$ cat config.mk
export PLATFORM = sky130hd
export DESIGN_NAME = cpu_top
export DESIGN_NICKNAME = d
export VERILOG_FILES = /design/src/hdl/cpu_pkg.sv /design/src/hdl/load_store_unit.sv /design/src/hdl/mem_arbiter.sv /design/src/hdl/fetch_unit.sv /design/src/hdl/exec_unit.sv /design/src/hdl/core_ctrl.sv /design/src/hdl/cpu_top.sv
export SDC_FILE = /design/constraint.sdc
export NUM_CORES = 1
export LEC_CHECK = 0
export ABC_AREA = 1
export CORE_AREA = 5 5 233 235
export CTS_CLUSTER_SIZE = 24
export DETAILED_ROUTE_END_ITERATION = 10
export DIE_AREA = 0 0 238 240
export DONT_BUFFER_PORTS = 1
export GPL_TIMING_DRIVEN = 0
export PLACE_DENSITY = 0.77
export SYNTH_ARGS = -nofsm -noshare
export SYNTH_HDL_FRONTEND = slang
export SYNTH_SLANG_ARGS = --single-unit
$ cat constraint.sdc
create_clock -name clk -period 5.8 [get_ports clk]
set_clock_uncertainty 0.1 [all_clocks]
set_input_delay 0.87 -clock clk [delete_from_list [all_inputs] [get_ports clk]]
set_output_delay 0.87 -clock clk [all_outputs]
set_load 0.03 [all_outputs]
$ cat src/hdl/cpu_pkg.sv
// shared definitions for the 16-bit multi-cycle core
// widths, opcodes, instruction formats and core state encoding
package cpu_pkg;

  localparam int data_w    = 16;
  localparam int reg_idx_w = 4;

  // ############################################################
  // instruction set
  // ############################################################
  typedef enum logic [2:0] {
    op_arith  = 3'b000,
    op_cmpmul = 3'b001,
    op_load   = 3'b010,
    op_store  = 3'b011,
    op_beq    = 3'b100,
    op_jump   = 3'b101
  } opcode_t;

  // funct bit meaning under op_arith / op_cmpmul
  localparam logic funct_add = 1'b0;
  localparam logic funct_sub = 1'b1;
  localparam logic funct_slt = 1'b0;
  localparam logic funct_mul = 1'b1;

  typedef struct packed {
    opcode_t              opcode;
    logic [reg_idx_w-1:0] rs;
    logic [reg_idx_w-1:0] rt;
    logic [reg_idx_w-1:0] rd;
    logic                 funct;
  } r_fmt_t;

  typedef struct packed {
    opcode_t              opcode;
    logic [reg_idx_w-1:0] rs;
    logic [reg_idx_w-1:0] rt;
    logic signed [4:0]    imm;
  } i_fmt_t;

  typedef struct packed {
    opcode_t     opcode;
    logic [11:0] target;
    logic        unused;
  } j_fmt_t;

  // one word, three views
  typedef union packed {
    r_fmt_t r_fmt;
    i_fmt_t i_fmt;
    j_fmt_t j_fmt;
  } instr_t;

  typedef enum logic [2:0] {
    st_fetch,
    st_decode,
    st_execute,
    st_memory,
    st_writeback
  } core_state_t;

  // top bit of the bus address
  localparam logic region_instr = 1'b0;
  localparam logic region_data  = 1'b1;

endpackage

$ cat src/hdl/load_store_unit.sv
// data access sequencer, one load or store at a time
module load_store_unit #(
  parameter int addr_w = 12
) (
  input  logic                       clk,
  input  logic                       rst_n,
  input  logic                       mem_start,
  input  logic                       we,
  input  logic [cpu_pkg::data_w-1:0] data_addr,
  input  logic [cpu_pkg::data_w-1:0] store_data,
  input  logic                       d_ack,
  input  logic [cpu_pkg::data_w-1:0] mem_rdata,
  output logic                       d_req,
  output logic                       d_we,
  output logic [addr_w:0]            d_addr,
  output logic [cpu_pkg::data_w-1:0] d_wdata,
  output logic                       mem_done,
  output logic [cpu_pkg::data_w-1:0] load_data
);
  import cpu_pkg::*;

  // request held until its ack
  always_ff @(posedge clk or negedge rst_n) begin
    if (!rst_n) begin
      d_req <= 1'b0;
      d_we  <= 1'b0;
    end else begin
      if (d_req && d_ack) begin
        d_req <= 1'b0;
      end else if (mem_start) begin
        d_req <= 1'b1;
        d_we  <= we;
      end
    end
  end

  // done in the ack cycle
  assign mem_done = d_req && d_ack;

  always_ff @(posedge clk) begin
    if (mem_start && !d_req) begin
      d_addr  <= {region_data, data_addr[addr_w-1:0]};
      d_wdata <= store_data;
    end
    // read data held for write-back
    if (d_req && d_ack && !d_we) begin
      load_data <= mem_rdata;
    end
  end

endmodule

$ cat src/hdl/mem_arbiter.sv
// shared bus arbiter for the fetch and data peers
// data wins when both wait; the owner holds the bus until its ack
module mem_arbiter #(
  parameter int addr_w = 12
) (
  input  logic                       clk,
  input  logic                       rst_n,
  input  logic                       f_req,
  input  logic [addr_w:0]            f_addr,
  input  logic                       d_req,
  input  logic                       d_we,
  input  logic [addr_w:0]            d_addr,
  input  logic [cpu_pkg::data_w-1:0] d_wdata,
  input  logic                       mem_ack,
  output logic                       f_ack,
  output logic                       d_ack,
  output logic                       mem_req,
  output logic                       mem_we,
  output logic [addr_w:0]            mem_addr,
  output logic [cpu_pkg::data_w-1:0] mem_wdata
);

  localparam logic [1:0] own_idle  = 2'd0;
  localparam logic [1:0] own_fetch = 2'd1;
  localparam logic [1:0] own_data  = 2'd2;

  logic [1:0] owner;

  // on an ack, hand over to the other peer if it is waiting
  always_ff @(posedge clk or negedge rst_n) begin
    if (!rst_n) begin
      owner <= own_idle;
    end else begin
      case (owner)
        own_idle: begin
          if (d_req) owner <= own_data;
          else if (f_req) owner <= own_fetch;
        end
        own_fetch: if (mem_ack) owner <= d_req ? own_data : own_idle;
        own_data:  if (mem_ack) owner <= f_req ? own_fetch : own_idle;
        default:   owner <= own_idle;
      endcase
    end
  end

  assign mem_req   = (owner != own_idle);
  assign mem_we    = (owner == own_data) && d_we;
  assign mem_addr  = (owner == own_data) ? d_addr : f_addr;
  // only the data side ever writes
  assign mem_wdata = d_wdata;

  assign f_ack = mem_ack && (owner == own_fetch);
  assign d_ack = mem_ack && (owner == own_data);

endmodule

$ cat src/hdl/fetch_unit.sv
// instruction fetch with a one-entry prefetch buffer
// a redirect flushes the buffer and drops any reply still in flight
module fetch_unit #(
  parameter int addr_w = 12
) (
  input  logic                       clk,
  input  logic                       rst_n,
  input  logic                       instr_take,
  input  logic                       redirect,
  input  logic [addr_w-1:0]          redirect_pc,
  input  logic                       f_ack,
  input  logic [cpu_pkg::data_w-1:0] mem_rdata,
  output logic                       f_req,
  output logic [addr_w:0]            f_addr,
  output logic                       instr_valid,
  output cpu_pkg::instr_t            instr,
  output logic [addr_w-1:0]          instr_pc
);
  import cpu_pkg::*;

  logic [addr_w-1:0] next_pc;
  logic [addr_w-1:0] req_pc;
  logic              discard;
  logic              issue;
  logic              reply;
  logic              fill;

  // request when the buffer is empty or is being emptied now
  assign issue = !f_req && (!instr_valid || instr_take) && !redirect;
  assign reply = f_req && f_ack;
  assign fill  = reply && !discard && !redirect;

  assign f_addr = {region_instr, req_pc};

  always_ff @(posedge clk or negedge rst_n) begin
    if (!rst_n) begin
      f_req       <= 1'b0;
      next_pc     <= '0;
      discard     <= 1'b0;
      instr_valid <= 1'b0;
    end else begin
      if (reply) begin
        f_req <= 1'b0;
      end else if (issue) begin
        f_req <= 1'b1;
      end

      if (redirect) begin
        next_pc <= redirect_pc;
      end else if (issue) begin
        next_pc <= next_pc + addr_w'(1);
      end

      // stale reply after a flush
      if (reply) begin
        discard <= 1'b0;
      end else if (redirect && f_req) begin
        discard <= 1'b1;
      end

      if (redirect) begin
        instr_valid <= 1'b0;
      end else if (fill) begin
        instr_valid <= 1'b1;
      end else if (instr_take) begin
        instr_valid <= 1'b0;
      end
    end
  end

  always_ff @(posedge clk) begin
    if (issue) begin
      req_pc <= next_pc;
    end
    if (fill) begin
      instr    <= mem_rdata;
      instr_pc <= req_pc;
    end
  end

endmodule

$ cat src/hdl/exec_unit.sv
// datapath: sixteen signed registers, operand latches, ALU and write-back
module exec_unit (
  input  logic                       clk,
  input  logic                       rst_n,
  input  cpu_pkg::core_state_t       state,
  input  cpu_pkg::instr_t            cur_instr,
  input  logic [cpu_pkg::data_w-1:0] load_data,
  output logic                       rs_eq_rt,
  output logic [cpu_pkg::data_w-1:0] data_addr,
  output logic [cpu_pkg::data_w-1:0] store_data
);
  import cpu_pkg::*;

  localparam int num_regs = 2 ** reg_idx_w;

  logic signed [data_w-1:0] regs [num_regs];
  logic signed [data_w-1:0] op_a;
  logic signed [data_w-1:0] op_b;
  logic signed [data_w-1:0] alu_out;
  logic signed [data_w-1:0] alu_res;
  logic signed [data_w-1:0] imm_ext;
  opcode_t                  op;
  logic                     use_imm;

  assign op      = cur_instr.r_fmt.opcode;
  assign use_imm = (op == op_load) || (op == op_store);
  assign imm_ext = data_w'($signed(cur_instr.i_fmt.imm));

  // operand capture in decode
  always_ff @(posedge clk) begin
    if (state == st_decode) begin
      op_a <= regs[cur_instr.i_fmt.rs];
      op_b <= use_imm ? imm_ext : regs[cur_instr.i_fmt.rt];
    end
  end

  // ############################################################
  // ALU
  // ############################################################
  always_comb begin
    case (op)
      op_arith:  alu_out = (cur_instr.r_fmt.funct == funct_sub) ? op_a - op_b : op_a + op_b;
      op_cmpmul: begin
        if (cur_instr.r_fmt.funct == funct_mul) begin
          // low half of the signed product
          alu_out = op_a * op_b;
        end else begin
          alu_out = {{(data_w-1){1'b0}}, (op_a < op_b)};
        end
      end
      default:   alu_out = op_a + op_b;
    endcase
  end

  always_ff @(posedge clk) begin
    if (state == st_execute) begin
      alu_res <= alu_out;
    end
  end

  assign rs_eq_rt   = (op_a == op_b);
  assign data_addr  = op_a + op_b;
  assign store_data = regs[cur_instr.i_fmt.rt];

  // write-back to rd for ALU ops, to rt for loads
  always_ff @(posedge clk or negedge rst_n) begin
    if (!rst_n) begin
      for (int i = 0; i < num_regs; i++) begin
        regs[i] <= '0;
      end
    end else if (state == st_writeback) begin
      if (op == op_arith || op == op_cmpmul) begin
        regs[cur_instr.r_fmt.rd] <= alu_res;
      end else if (op == op_load) begin
        regs[cur_instr.i_fmt.rt] <= load_data;
      end
    end
  end

endmodule

$ cat src/hdl/core_ctrl.sv
// core control: state machine, program counter and instruction register
// resolves branch and jump targets and signals retirement on io_stall
module core_ctrl #(
  parameter int addr_w = 12
) (
  input  logic                 clk,
  input  logic                 rst_n,
  input  logic                 instr_valid,
  input  cpu_pkg::instr_t      instr,
  input  logic [addr_w-1:0]    instr_pc,
  input  logic                 mem_done,
  input  logic                 rs_eq_rt,
  output logic                 instr_take,
  output logic                 redirect,
  output logic [addr_w-1:0]    redirect_pc,
  output logic                 mem_start,
  output cpu_pkg::core_state_t state,
  output cpu_pkg::instr_t      cur_instr,
  output logic                 io_stall
);
  import cpu_pkg::*;

  core_state_t       next_state;
  opcode_t           op;
  logic [addr_w-1:0] pc;
  logic [addr_w-1:0] branch_pc;
  logic [addr_w-1:0] jump_pc;
  logic              is_mem;
  logic              is_redirect_op;

  assign op             = cur_instr.r_fmt.opcode;
  assign is_mem         = (op == op_load) || (op == op_store);
  assign is_redirect_op = (op == op_beq) || (op == op_jump);

  // ############################################################
  // state machine
  // ############################################################
  always_comb begin
    next_state = state;
    case (state)
      st_fetch:     if (instr_valid) next_state = st_decode;
      st_decode:    next_state = st_execute;
      st_execute:   next_state = is_mem ? st_memory : st_writeback;
      st_memory:    if (mem_done) next_state = st_writeback;
      st_writeback: next_state = st_fetch;
      default:      next_state = st_fetch;
    endcase
  end

  always_ff @(posedge clk or negedge rst_n) begin
    if (!rst_n) begin
      state <= st_fetch;
    end else begin
      state <= next_state;
    end
  end

  // accept the buffered instruction together with its address
  assign instr_take = (state == st_fetch) && instr_valid;

  always_ff @(posedge clk or negedge rst_n) begin
    if (!rst_n) begin
      cur_instr <= '0;
      pc        <= '0;
    end else if (instr_take) begin
      cur_instr <= instr;
      pc        <= instr_pc;
    end
  end

  // ############################################################
  // redirection and memory start
  // ############################################################
  // branch target relative to the next instruction
  assign branch_pc = pc + addr_w'(1) + addr_w'($signed(cur_instr.i_fmt.imm));
  // jump target wraps into the instruction region
  assign jump_pc   = addr_w'(cur_instr.j_fmt.target);

  assign redirect_pc = (op == op_jump) ? jump_pc : branch_pc;

  always_comb begin
    redirect = 1'b0;
    if (state == st_execute && is_redirect_op) begin
      redirect = (op == op_jump) || rs_eq_rt;
    end
  end

  assign mem_start = (state == st_execute) && is_mem;

  // low for one cycle once writeback is done
  always_ff @(posedge clk or negedge rst_n) begin
    if (!rst_n) begin
      io_stall <= 1'b1;
    end else begin
      io_stall <= (state != st_writeback);
    end
  end

endmodule

$ cat src/hdl/cpu_top.sv
// processor top level
// core control and datapath, fetch and load/store peers, shared bus arbiter
module cpu_top #(
  parameter int addr_w = 12
) (
  input  logic                       clk,
  input  logic                       rst_n,
  output logic                       io_stall,
  output logic                       mem_req,
  output logic                       mem_we,
  output logic [addr_w:0]            mem_addr,
  output logic [cpu_pkg::data_w-1:0] mem_wdata,
  input  logic                       mem_ack,
  input  logic [cpu_pkg::data_w-1:0] mem_rdata
);
  import cpu_pkg::*;

  // fetch to core
  logic              instr_valid;
  instr_t            instr;
  logic [addr_w-1:0] instr_pc;
  logic              instr_take;
  logic              redirect;
  logic [addr_w-1:0] redirect_pc;

  // core internals
  core_state_t       state;
  instr_t            cur_instr;
  logic              rs_eq_rt;
  logic [data_w-1:0] data_addr;
  logic [data_w-1:0] store_data;

  // load/store handshake
  logic              mem_start;
  logic              mem_done;
  logic [data_w-1:0] load_data;

  // peer requests into the arbiter
  logic              f_req;
  logic [addr_w:0]   f_addr;
  logic              f_ack;
  logic              d_req;
  logic              d_we;
  logic [addr_w:0]   d_addr;
  logic [data_w-1:0] d_wdata;
  logic              d_ack;

  core_ctrl #(.addr_w(addr_w)) u_core_ctrl (
    .clk, .rst_n, .instr_valid, .instr, .instr_pc, .mem_done, .rs_eq_rt,
    .instr_take, .redirect, .redirect_pc, .mem_start, .state, .cur_instr, .io_stall
  );

  exec_unit u_exec_unit (
    .clk, .rst_n, .state, .cur_instr, .load_data,
    .rs_eq_rt, .data_addr, .store_data
  );

  fetch_unit #(.addr_w(addr_w)) u_fetch_unit (
    .clk, .rst_n, .instr_take, .redirect, .redirect_pc, .f_ack, .mem_rdata,
    .f_req, .f_addr, .instr_valid, .instr, .instr_pc
  );

  load_store_unit #(.addr_w(addr_w)) u_load_store_unit (
    .clk, .rst_n, .mem_start,
    .we(cur_instr.i_fmt.opcode == op_store),
    .data_addr, .store_data, .d_ack, .mem_rdata,
    .d_req, .d_we, .d_addr, .d_wdata, .mem_done, .load_data
  );

  mem_arbiter #(.addr_w(addr_w)) u_mem_arbiter (
    .clk, .rst_n, .f_req, .f_addr, .d_req, .d_we, .d_addr, .d_wdata, .mem_ack,
    .f_ack, .d_ack, .mem_req, .mem_we, .mem_addr, .mem_wdata
  );

endmodule

After elaboration in Yosys (flattened, before gate mapping):

Cells that the tools add are included.

* $add $sub $neg: 5
* $mul: 1
* magnitude comparators: 6
* equality and inequality tests: 18
* multiplexer cells: 43
* bitwise logic cells: 4
* reductions and logical operators: 42

Operators with widths (count)
* bitwise mux 256 bit: 2
* 2-to-1 mux 256 bit: 2
* 2-to-1 mux 16 bit: 9
* binary-select mux 16 bit (select 4 bit): 2
* demux 16 bit (select 4 bit): 2
* 2-to-1 mux 12 bit: 3
* case mux 16 bit (2 select lines): 1
* adder 12 x 1 -> 12 bit (second input constant): 2
* logical AND 1 bit: 17
* adder 16 bit: 1
* == test 16 bit: 1
* less-than comparator 16 bit: 1
* multiplier 16 x 16 -> 16 bit: 1
* subtractor 16 bit: 1
* greater-or-equal comparator 5 bit (second input constant): 3
* NOT 4 -> 5 bit: 3
* 2-to-1 mux 13 bit: 1
* adder 12 bit: 1
* == test 3 x 2 -> 1 bit (second input constant): 4
* case mux 3 bit (4 select lines): 1
* nonzero test 2 bit: 6
* 2-to-1 mux 1 bit: 11
* less-than comparator 5 x 1 -> 1 bit (second input constant): 2
* 2-to-1 mux 2 bit: 5
* other kinds (17): 37

* bits in registers: 439
* input bits: 19
* output and inout bits: 32
* logic and storage cells: 155

Logic depth before layout (Yosys ltp):

* word-level depth: 8
* mapped depth: 30
* mapped depth without buffers: 29

Hierarchy:

A second synthesis with hierarchy kept.

* cells, all modules: 3937
* area, all modules: 30257.8 um2

Modules (own cells, without submodules)
* exec_unit: times used 1, cells an instance 3321, area an instance 24168.2 um2, sequential area each 7847.5 um2
* fetch_unit: times used 1, cells an instance 179, area an instance 2150.8 um2, sequential area each 1576.5 um2
* core_ctrl: times used 1, cells an instance 296, area an instance 2068.2 um2, sequential area each 802.0 um2
* load_store_unit: times used 1, cells an instance 58, area an instance 1427.6 um2, sequential area each 1371.3 um2
* mem_arbiter: times used 1, cells an instance 81, area an instance 432.9 um2, sequential area each 50.0 um2
* cpu_top: times used 1, cells an instance 2, area an instance 10.0 um2, sequential area each 0.0 um2

Worst setup path before layout:

No wires, ideal clock.

* path kind: register to register
* start point: register u_exec_unit.op_b[1]
* end point: register u_exec_unit.alu_res[15] (data pin)
* library setup time: 0.259 ns
* data arrival time: 5.222 ns
* required time: 5.441 ns
* path slack: 0.219 ns
* stages on the path, launching flop included: 24
* path buffers: 2
* period minus slack after synthesis: 5.581 ns
* cell sequence: edfxtp_1 clkbuf_1 clkbuf_1 nand2_1 fa_1 fa_1 fa_1 fa_1 inv_1 fa_1 inv_1 fa_1 inv_1 ha_1 nand2_1 nor2_1 nand3_1 nand3_1 nand2_1 nand2_1 a21o_1 nand3_1 nand3_1 nand3_1

* word-level cells in the longest chain between the ends: 3
* elaborated cells on any way between the ends: 6
* classes of those cells: 2 x add/sub; 1 x mul; 3 x mux

RTL lines
* start, declared: line exec_unit.sv:18 `logic signed [data_w-1:0] op_b;`
* start signal, assigned: line exec_unit.sv:33 `op_b <= use_imm ? imm_ext : regs[cur_instr.i_fmt.rt];`
* multiplier 16 x 16 -> 16 bit (tied with other cells): line exec_unit.sv:46 `alu_out = op_a * op_b;`
* 2-to-1 mux 16 bit (on tied branches): line exec_unit.sv:44, exec_unit.sv:42
* case mux 16 bit (2 select lines) *: line exec_unit.sv:41 `case (op)`
* via u_exec_unit.alu_out[15]: line exec_unit.sv:19 `logic signed [data_w-1:0] alu_out;`
* end signal, assigned: line exec_unit.sv:57 `alu_res <= alu_out;`
* end, declared: line exec_unit.sv:20 `logic signed [data_w-1:0] alu_res;`

Mark *: on every way through the listed nets, which the timed path passes. The rest lies on a longest branch.
A chain may end at the register's enable or synchronous reset.

Final worst setup path:

* start point: register u_exec_unit.op_b[3]
* end point: register u_exec_unit.alu_res[9] (data pin)

The elaborated chain is that of the path after synthesis.

==> results.md <==
Run status
* complete, but fails checks — status
* hold timing, capacitance limit, slew limit — violations in the final reports

Timing
* 177.0 MHz — upper clock frequency limit
* -136.7 ps — tightest hold margin
* 208 — final hold vios
* 5648 ps — min Tclk post-route
* 1503 ps — Worst Max-Slew Pin Slew
* yes — RSZ-0062 raised after global routing
* 11 — Final Max Slew Viols
* 97.38% — final worst path period share
* 0 — number of endpoints failing setup at the final stage
* -0.6023% — headroom to the max-slew limit

Setup path
* reg2reg — category of the most critical setup path
* u_exec_unit.op_b[3] — start point of the critical path
* buf_4 -> ha_1 -> fa_1 -> inv_1 -> fa_1 -> inv_1 -> ha_1 -> inv_1 -> fa_1 -> fa_1 -> fa_1 -> inv_1 -> ha_1 -> a21oi_1 -> o21ai_1 -> a21oi_1 -> o21ai_0 -> o21ai_0 -> nand2_1 -> o21ai_0 — cell breakdown of the critical path
* sky130_fd_sc_hd__edfxtp_1 — Critical Path Slowest Stage Cell
* 5 — maximum fanout encountered on the critical timing path
* sky130_fd_sc_hd__fa_1 — most numerous cell on the critical path
* u_exec_unit.op_b[3] — critical register-to-register path startpoint
* adder cells — top cell family by delay on the critical path
* 5870 ps — data arrival time of the critical path
* 5 — number of buffer and inverter stages on the critical path
* 20 — depth of the worst register-to-register path
* 150 ps — setup slack on the worst flop-to-flop path
* u_exec_unit.alu_res[9] — Crit Reg-Reg Endpoint
* flop — critical path endpoint category
* flop — Worst setup SP type
* 530 ps — Worst path max stage delay
* 6030 ps — required time reported for the critical path endpoint

Logic synthesis
* sky130_fd_sc_hd__inv_1, sky130_fd_sc_hd__nand2_1, sky130_fd_sc_hd__o21ai_0, sky130_fd_sc_hd__dfrtp_1, sky130_fd_sc_hd__a21oi_1 — most common library cells after synthesis
* 69.93% — Async S/R FF share, synth
* 38.39% — register area share after synthesis
* 0.7505% — Synth Area in XOR/XNOR
* sky130_fd_sc_hd__dfrtp_1 — most used flip-flop cell after synthesis
* 25.24% — fraction of post-synthesis cell area in the top cell type by area
* 7.064% — mux contribution to synthesized area
* 30340 um^2 — cell area after synthesis
* 0 — count of warnings emitted by yosys
* 19.61% — fraction of the mapped netlist area in compound gates
* sky130_fd_sc_hd__dfrtp_1 — cell type with the largest total area after synthesis
* compound AO/OA/AOI/OAI gates — dominant combinational cell family by area after synthesis
* 132 — number of synthesized flops with an enable pin
* sky130_fd_sc_hd__dfrtp_1, sky130_fd_sc_hd__edfxtp_1, sky130_fd_sc_hd__inv_1 — main area contributors after synthesis
* 439 — Synth Register Bits
* 13.42% — area share of and/or/nand/nor cells after synthesis
* 8.454 um^2 — Avg Synthesized Cell Area
* sky130_fd_sc_hd__inv_1 — most repeated cell in the gate-level netlist after synthesis
* 61 — count of different cell masters after synthesis
* 9.699% — arithmetic-cell share of the synthesized area counting full adders, half adders and majority gates
* 3794 — Post-Synthesis Net Count
* 3589 — instance count of the mapped netlist

Global route
* 0 — overall overflow remaining after global route
* 163.9 mm — first-pass GRT wire length
* 38.10% — GRT Total Usage
* 26.88k — number of global-route vias before repair
* 308 — largest net degree at the start of global routing
* 0 — antenna violations before repair

Die
* 58.32% — starting density of the core
* 57120 um^2 — die area
* 52020 um^2 — placeable core region
* 240 um — chip height
* 51 — number of I/O pins
* 238 um — Die X
* 84 — Std-Cell Rows

CTS
* 60 ps — post-CTS clock slew at the launch and capture registers of the worst setup and hold paths
* yes — CTS tree
* 620 ps — clock network latency to the later pin of the worst-skew pair
* 47 — number of clock buffers inserted by TritonCTS
* 2 — H-tree depth
* sky130_fd_sc_hd__clkbuf_16 — buffer type at the clock tree root
* 3 — maximum root-to-sink buffer count
* 439 — number of clock sinks seen by CTS

Routing
* 0 — drt drc
* 7 — DR pass1 iterations
* 112.0 mm — final wirelength
* 0 — number of routed nets with antenna violations
* 6.361 — drt via density
* 25.49 um — routed wire length per instance
* 27.94k — detailed-route via count
* 3822 — 1st-iter DRT viols

Cells and area
* 4392 — number of standard cells in the final layout excluding fillers
* 3871 — Nets
* 9.800% — fraction of layout cells with a size suffix above 1
* 0 — count of inserted antenna diode cells
* 4479 — number of inserted filler cells in the final layout
* 9.555% — area growth from synthesis to layout

Min path
* in2async — worst hold path class

Job
* 2 — number of maximum-capacitance constraint violations

Placement
* 0 — number of buffers inserted by port buffering
* 4280 — count of placed standard cells including taps
* 1.033 — Placer Congestion
* 84.55 mm — HPWL after DPL

what timing repair did:
item	CTS	global route
pin swaps	3	11
buffers inserted	13	13
resized for setup	31	40
hold endpoints to repair	306	306
endpoints found under the setup margin	7	7
metrics by stage:
step                area (um^2)  setup WS, ps  util [%]  TNS [ps]  hold WS (ps)
global placement          31200        -875.2     59.97     -4108         335.9
finish                    33240         151.8     63.89         0        -136.7
floorplan                 30340         218.8         -         0         326.8
detailed placement        31260        -905.2     60.09     -4253         341.7
global route              33240        -37.62     63.89    -37.62        -155.8
CTS                       33050         6.353     63.53         0        -157.3
cells by family after synthesis:
logic type | after synthesis
flops | 439
mux | 201
xor+xnor | 26
buf+inv | 841
compound gates | 980
simple gates | 916
fa+ha+maj | 186
state kept, by name, indices dropped and copies added, names as in the netlist, 2 cells and up:
register	flops
u_core_ctrl.pc	12
u_exec_unit.regs	256
u_load_store_unit.load_data	16
u_exec_unit.alu_res	16
u_core_ctrl.cur_instr	16
u_fetch_unit.instr	16
u_exec_unit.op_a	16
u_fetch_unit.req_pc	12
u_core_ctrl.state	3
u_mem_arbiter.owner	2
u_fetch_unit.next_pc	12
u_load_store_unit.d_addr	12
u_load_store_unit.d_wdata	16
u_exec_unit.op_b	16
u_fetch_unit.instr_pc	12
final cells by class:
cell class / instances / area, um^2 / area share, %
clock buffers: 60 / 1275 / 3.836
inverters: 650 / 2442 / 7.348
repair buffers: 29 / 254.0 / 0.7641
well taps: 688 / 860.8 / 2.590
multi-input cells: 2309 / 15460 / 46.51
clock inverters: 27 / 310.3 / 0.9335
flip-flops and latches: 439 / 11650 / 35.04
plain buffers: 190 / 988.4 / 2.974
cell usage in the layout (no fill, tap or decap), types with 13 or more instances in the layout:
master                        n
sky130_fd_sc_hd__a21oi_1    201
sky130_fd_sc_hd__nor2_2      24
sky130_fd_sc_hd__inv_1      631
sky130_fd_sc_hd__nor2_4      33
sky130_fd_sc_hd__clkbuf_16   47
sky130_fd_sc_hd__mux2i_1    144
sky130_fd_sc_hd__nor3_1      13
sky130_fd_sc_hd__o21ai_1     27
sky130_fd_sc_hd__dfrtp_1    306
sky130_fd_sc_hd__a22oi_1    146
sky130_fd_sc_hd__inv_2       16
sky130_fd_sc_hd__mux2_4      16
sky130_fd_sc_hd__clkbuf_1   101
sky130_fd_sc_hd__nand2_1    543
sky130_fd_sc_hd__edfxtp_1   132
sky130_fd_sc_hd__fa_1        80
sky130_fd_sc_hd__ha_1        97
sky130_fd_sc_hd__xor2_1      19
sky130_fd_sc_hd__o22ai_1    201
sky130_fd_sc_hd__nor2_1     101
sky130_fd_sc_hd__o21ai_0    320
sky130_fd_sc_hd__buf_6       16
sky130_fd_sc_hd__buf_2       51
sky130_fd_sc_hd__buf_4       35
sky130_fd_sc_hd__nand3_1    151
sky130_fd_sc_hd__o211ai_1    21
sky130_fd_sc_hd__mux2_2      33
sky130_fd_sc_hd__nand4_1     24
worst reg2reg max path: stages, from the launching register on:
cell,delay (ps)
sky130_fd_sc_hd__edfxtp_1,530
sky130_fd_sc_hd__buf_4,220
sky130_fd_sc_hd__ha_1,290
sky130_fd_sc_hd__fa_1,520
sky130_fd_sc_hd__inv_1,60
sky130_fd_sc_hd__fa_1,420
sky130_fd_sc_hd__inv_1,70
sky130_fd_sc_hd__ha_1,140
sky130_fd_sc_hd__inv_1,50
sky130_fd_sc_hd__fa_1,460
sky130_fd_sc_hd__fa_1,510
sky130_fd_sc_hd__fa_1,490
sky130_fd_sc_hd__inv_1,50
sky130_fd_sc_hd__ha_1,340
sky130_fd_sc_hd__a21oi_1,210
sky130_fd_sc_hd__o21ai_1,120
sky130_fd_sc_hd__a21oi_1,190
sky130_fd_sc_hd__o21ai_0,110
sky130_fd_sc_hd__o21ai_0,230
sky130_fd_sc_hd__nand2_1,60
sky130_fd_sc_hd__o21ai_0,220
worst max path at each step:
stage	slack, ps	depth (start not counted)	to
2_1_floorplan	220	23	u_exec_unit.alu_res[15]
3_5_place_dp	-910	23	u_exec_unit.alu_res[15]
5_1_grt	-40	23	u_exec_unit.alu_res[15]
4_1_cts	6	23	u_exec_unit.alu_res[15]
6_report	150	20	u_exec_unit.alu_res[9]
3_3_place_gp	-880	23	u_exec_unit.alu_res[15]
layer usage:
metal | track usage [%] | vias up | part of all wire [%] | routed length [um]
li1 | - | 12310 | - | -
met1 | 47.90 | 13210 | 37 | 41500
met2 | 60.32 | 1916 | 45 | 49930
met3 | 9.463 | 500 | 11 | 12270
met4 | 22.19 | 0 | 7.4 | 8284
met5 | 0 | - | 0 | 0
Power is not shown: default switching activity piles up to over one toggle a cycle in this logic, so the estimate is an artifact.
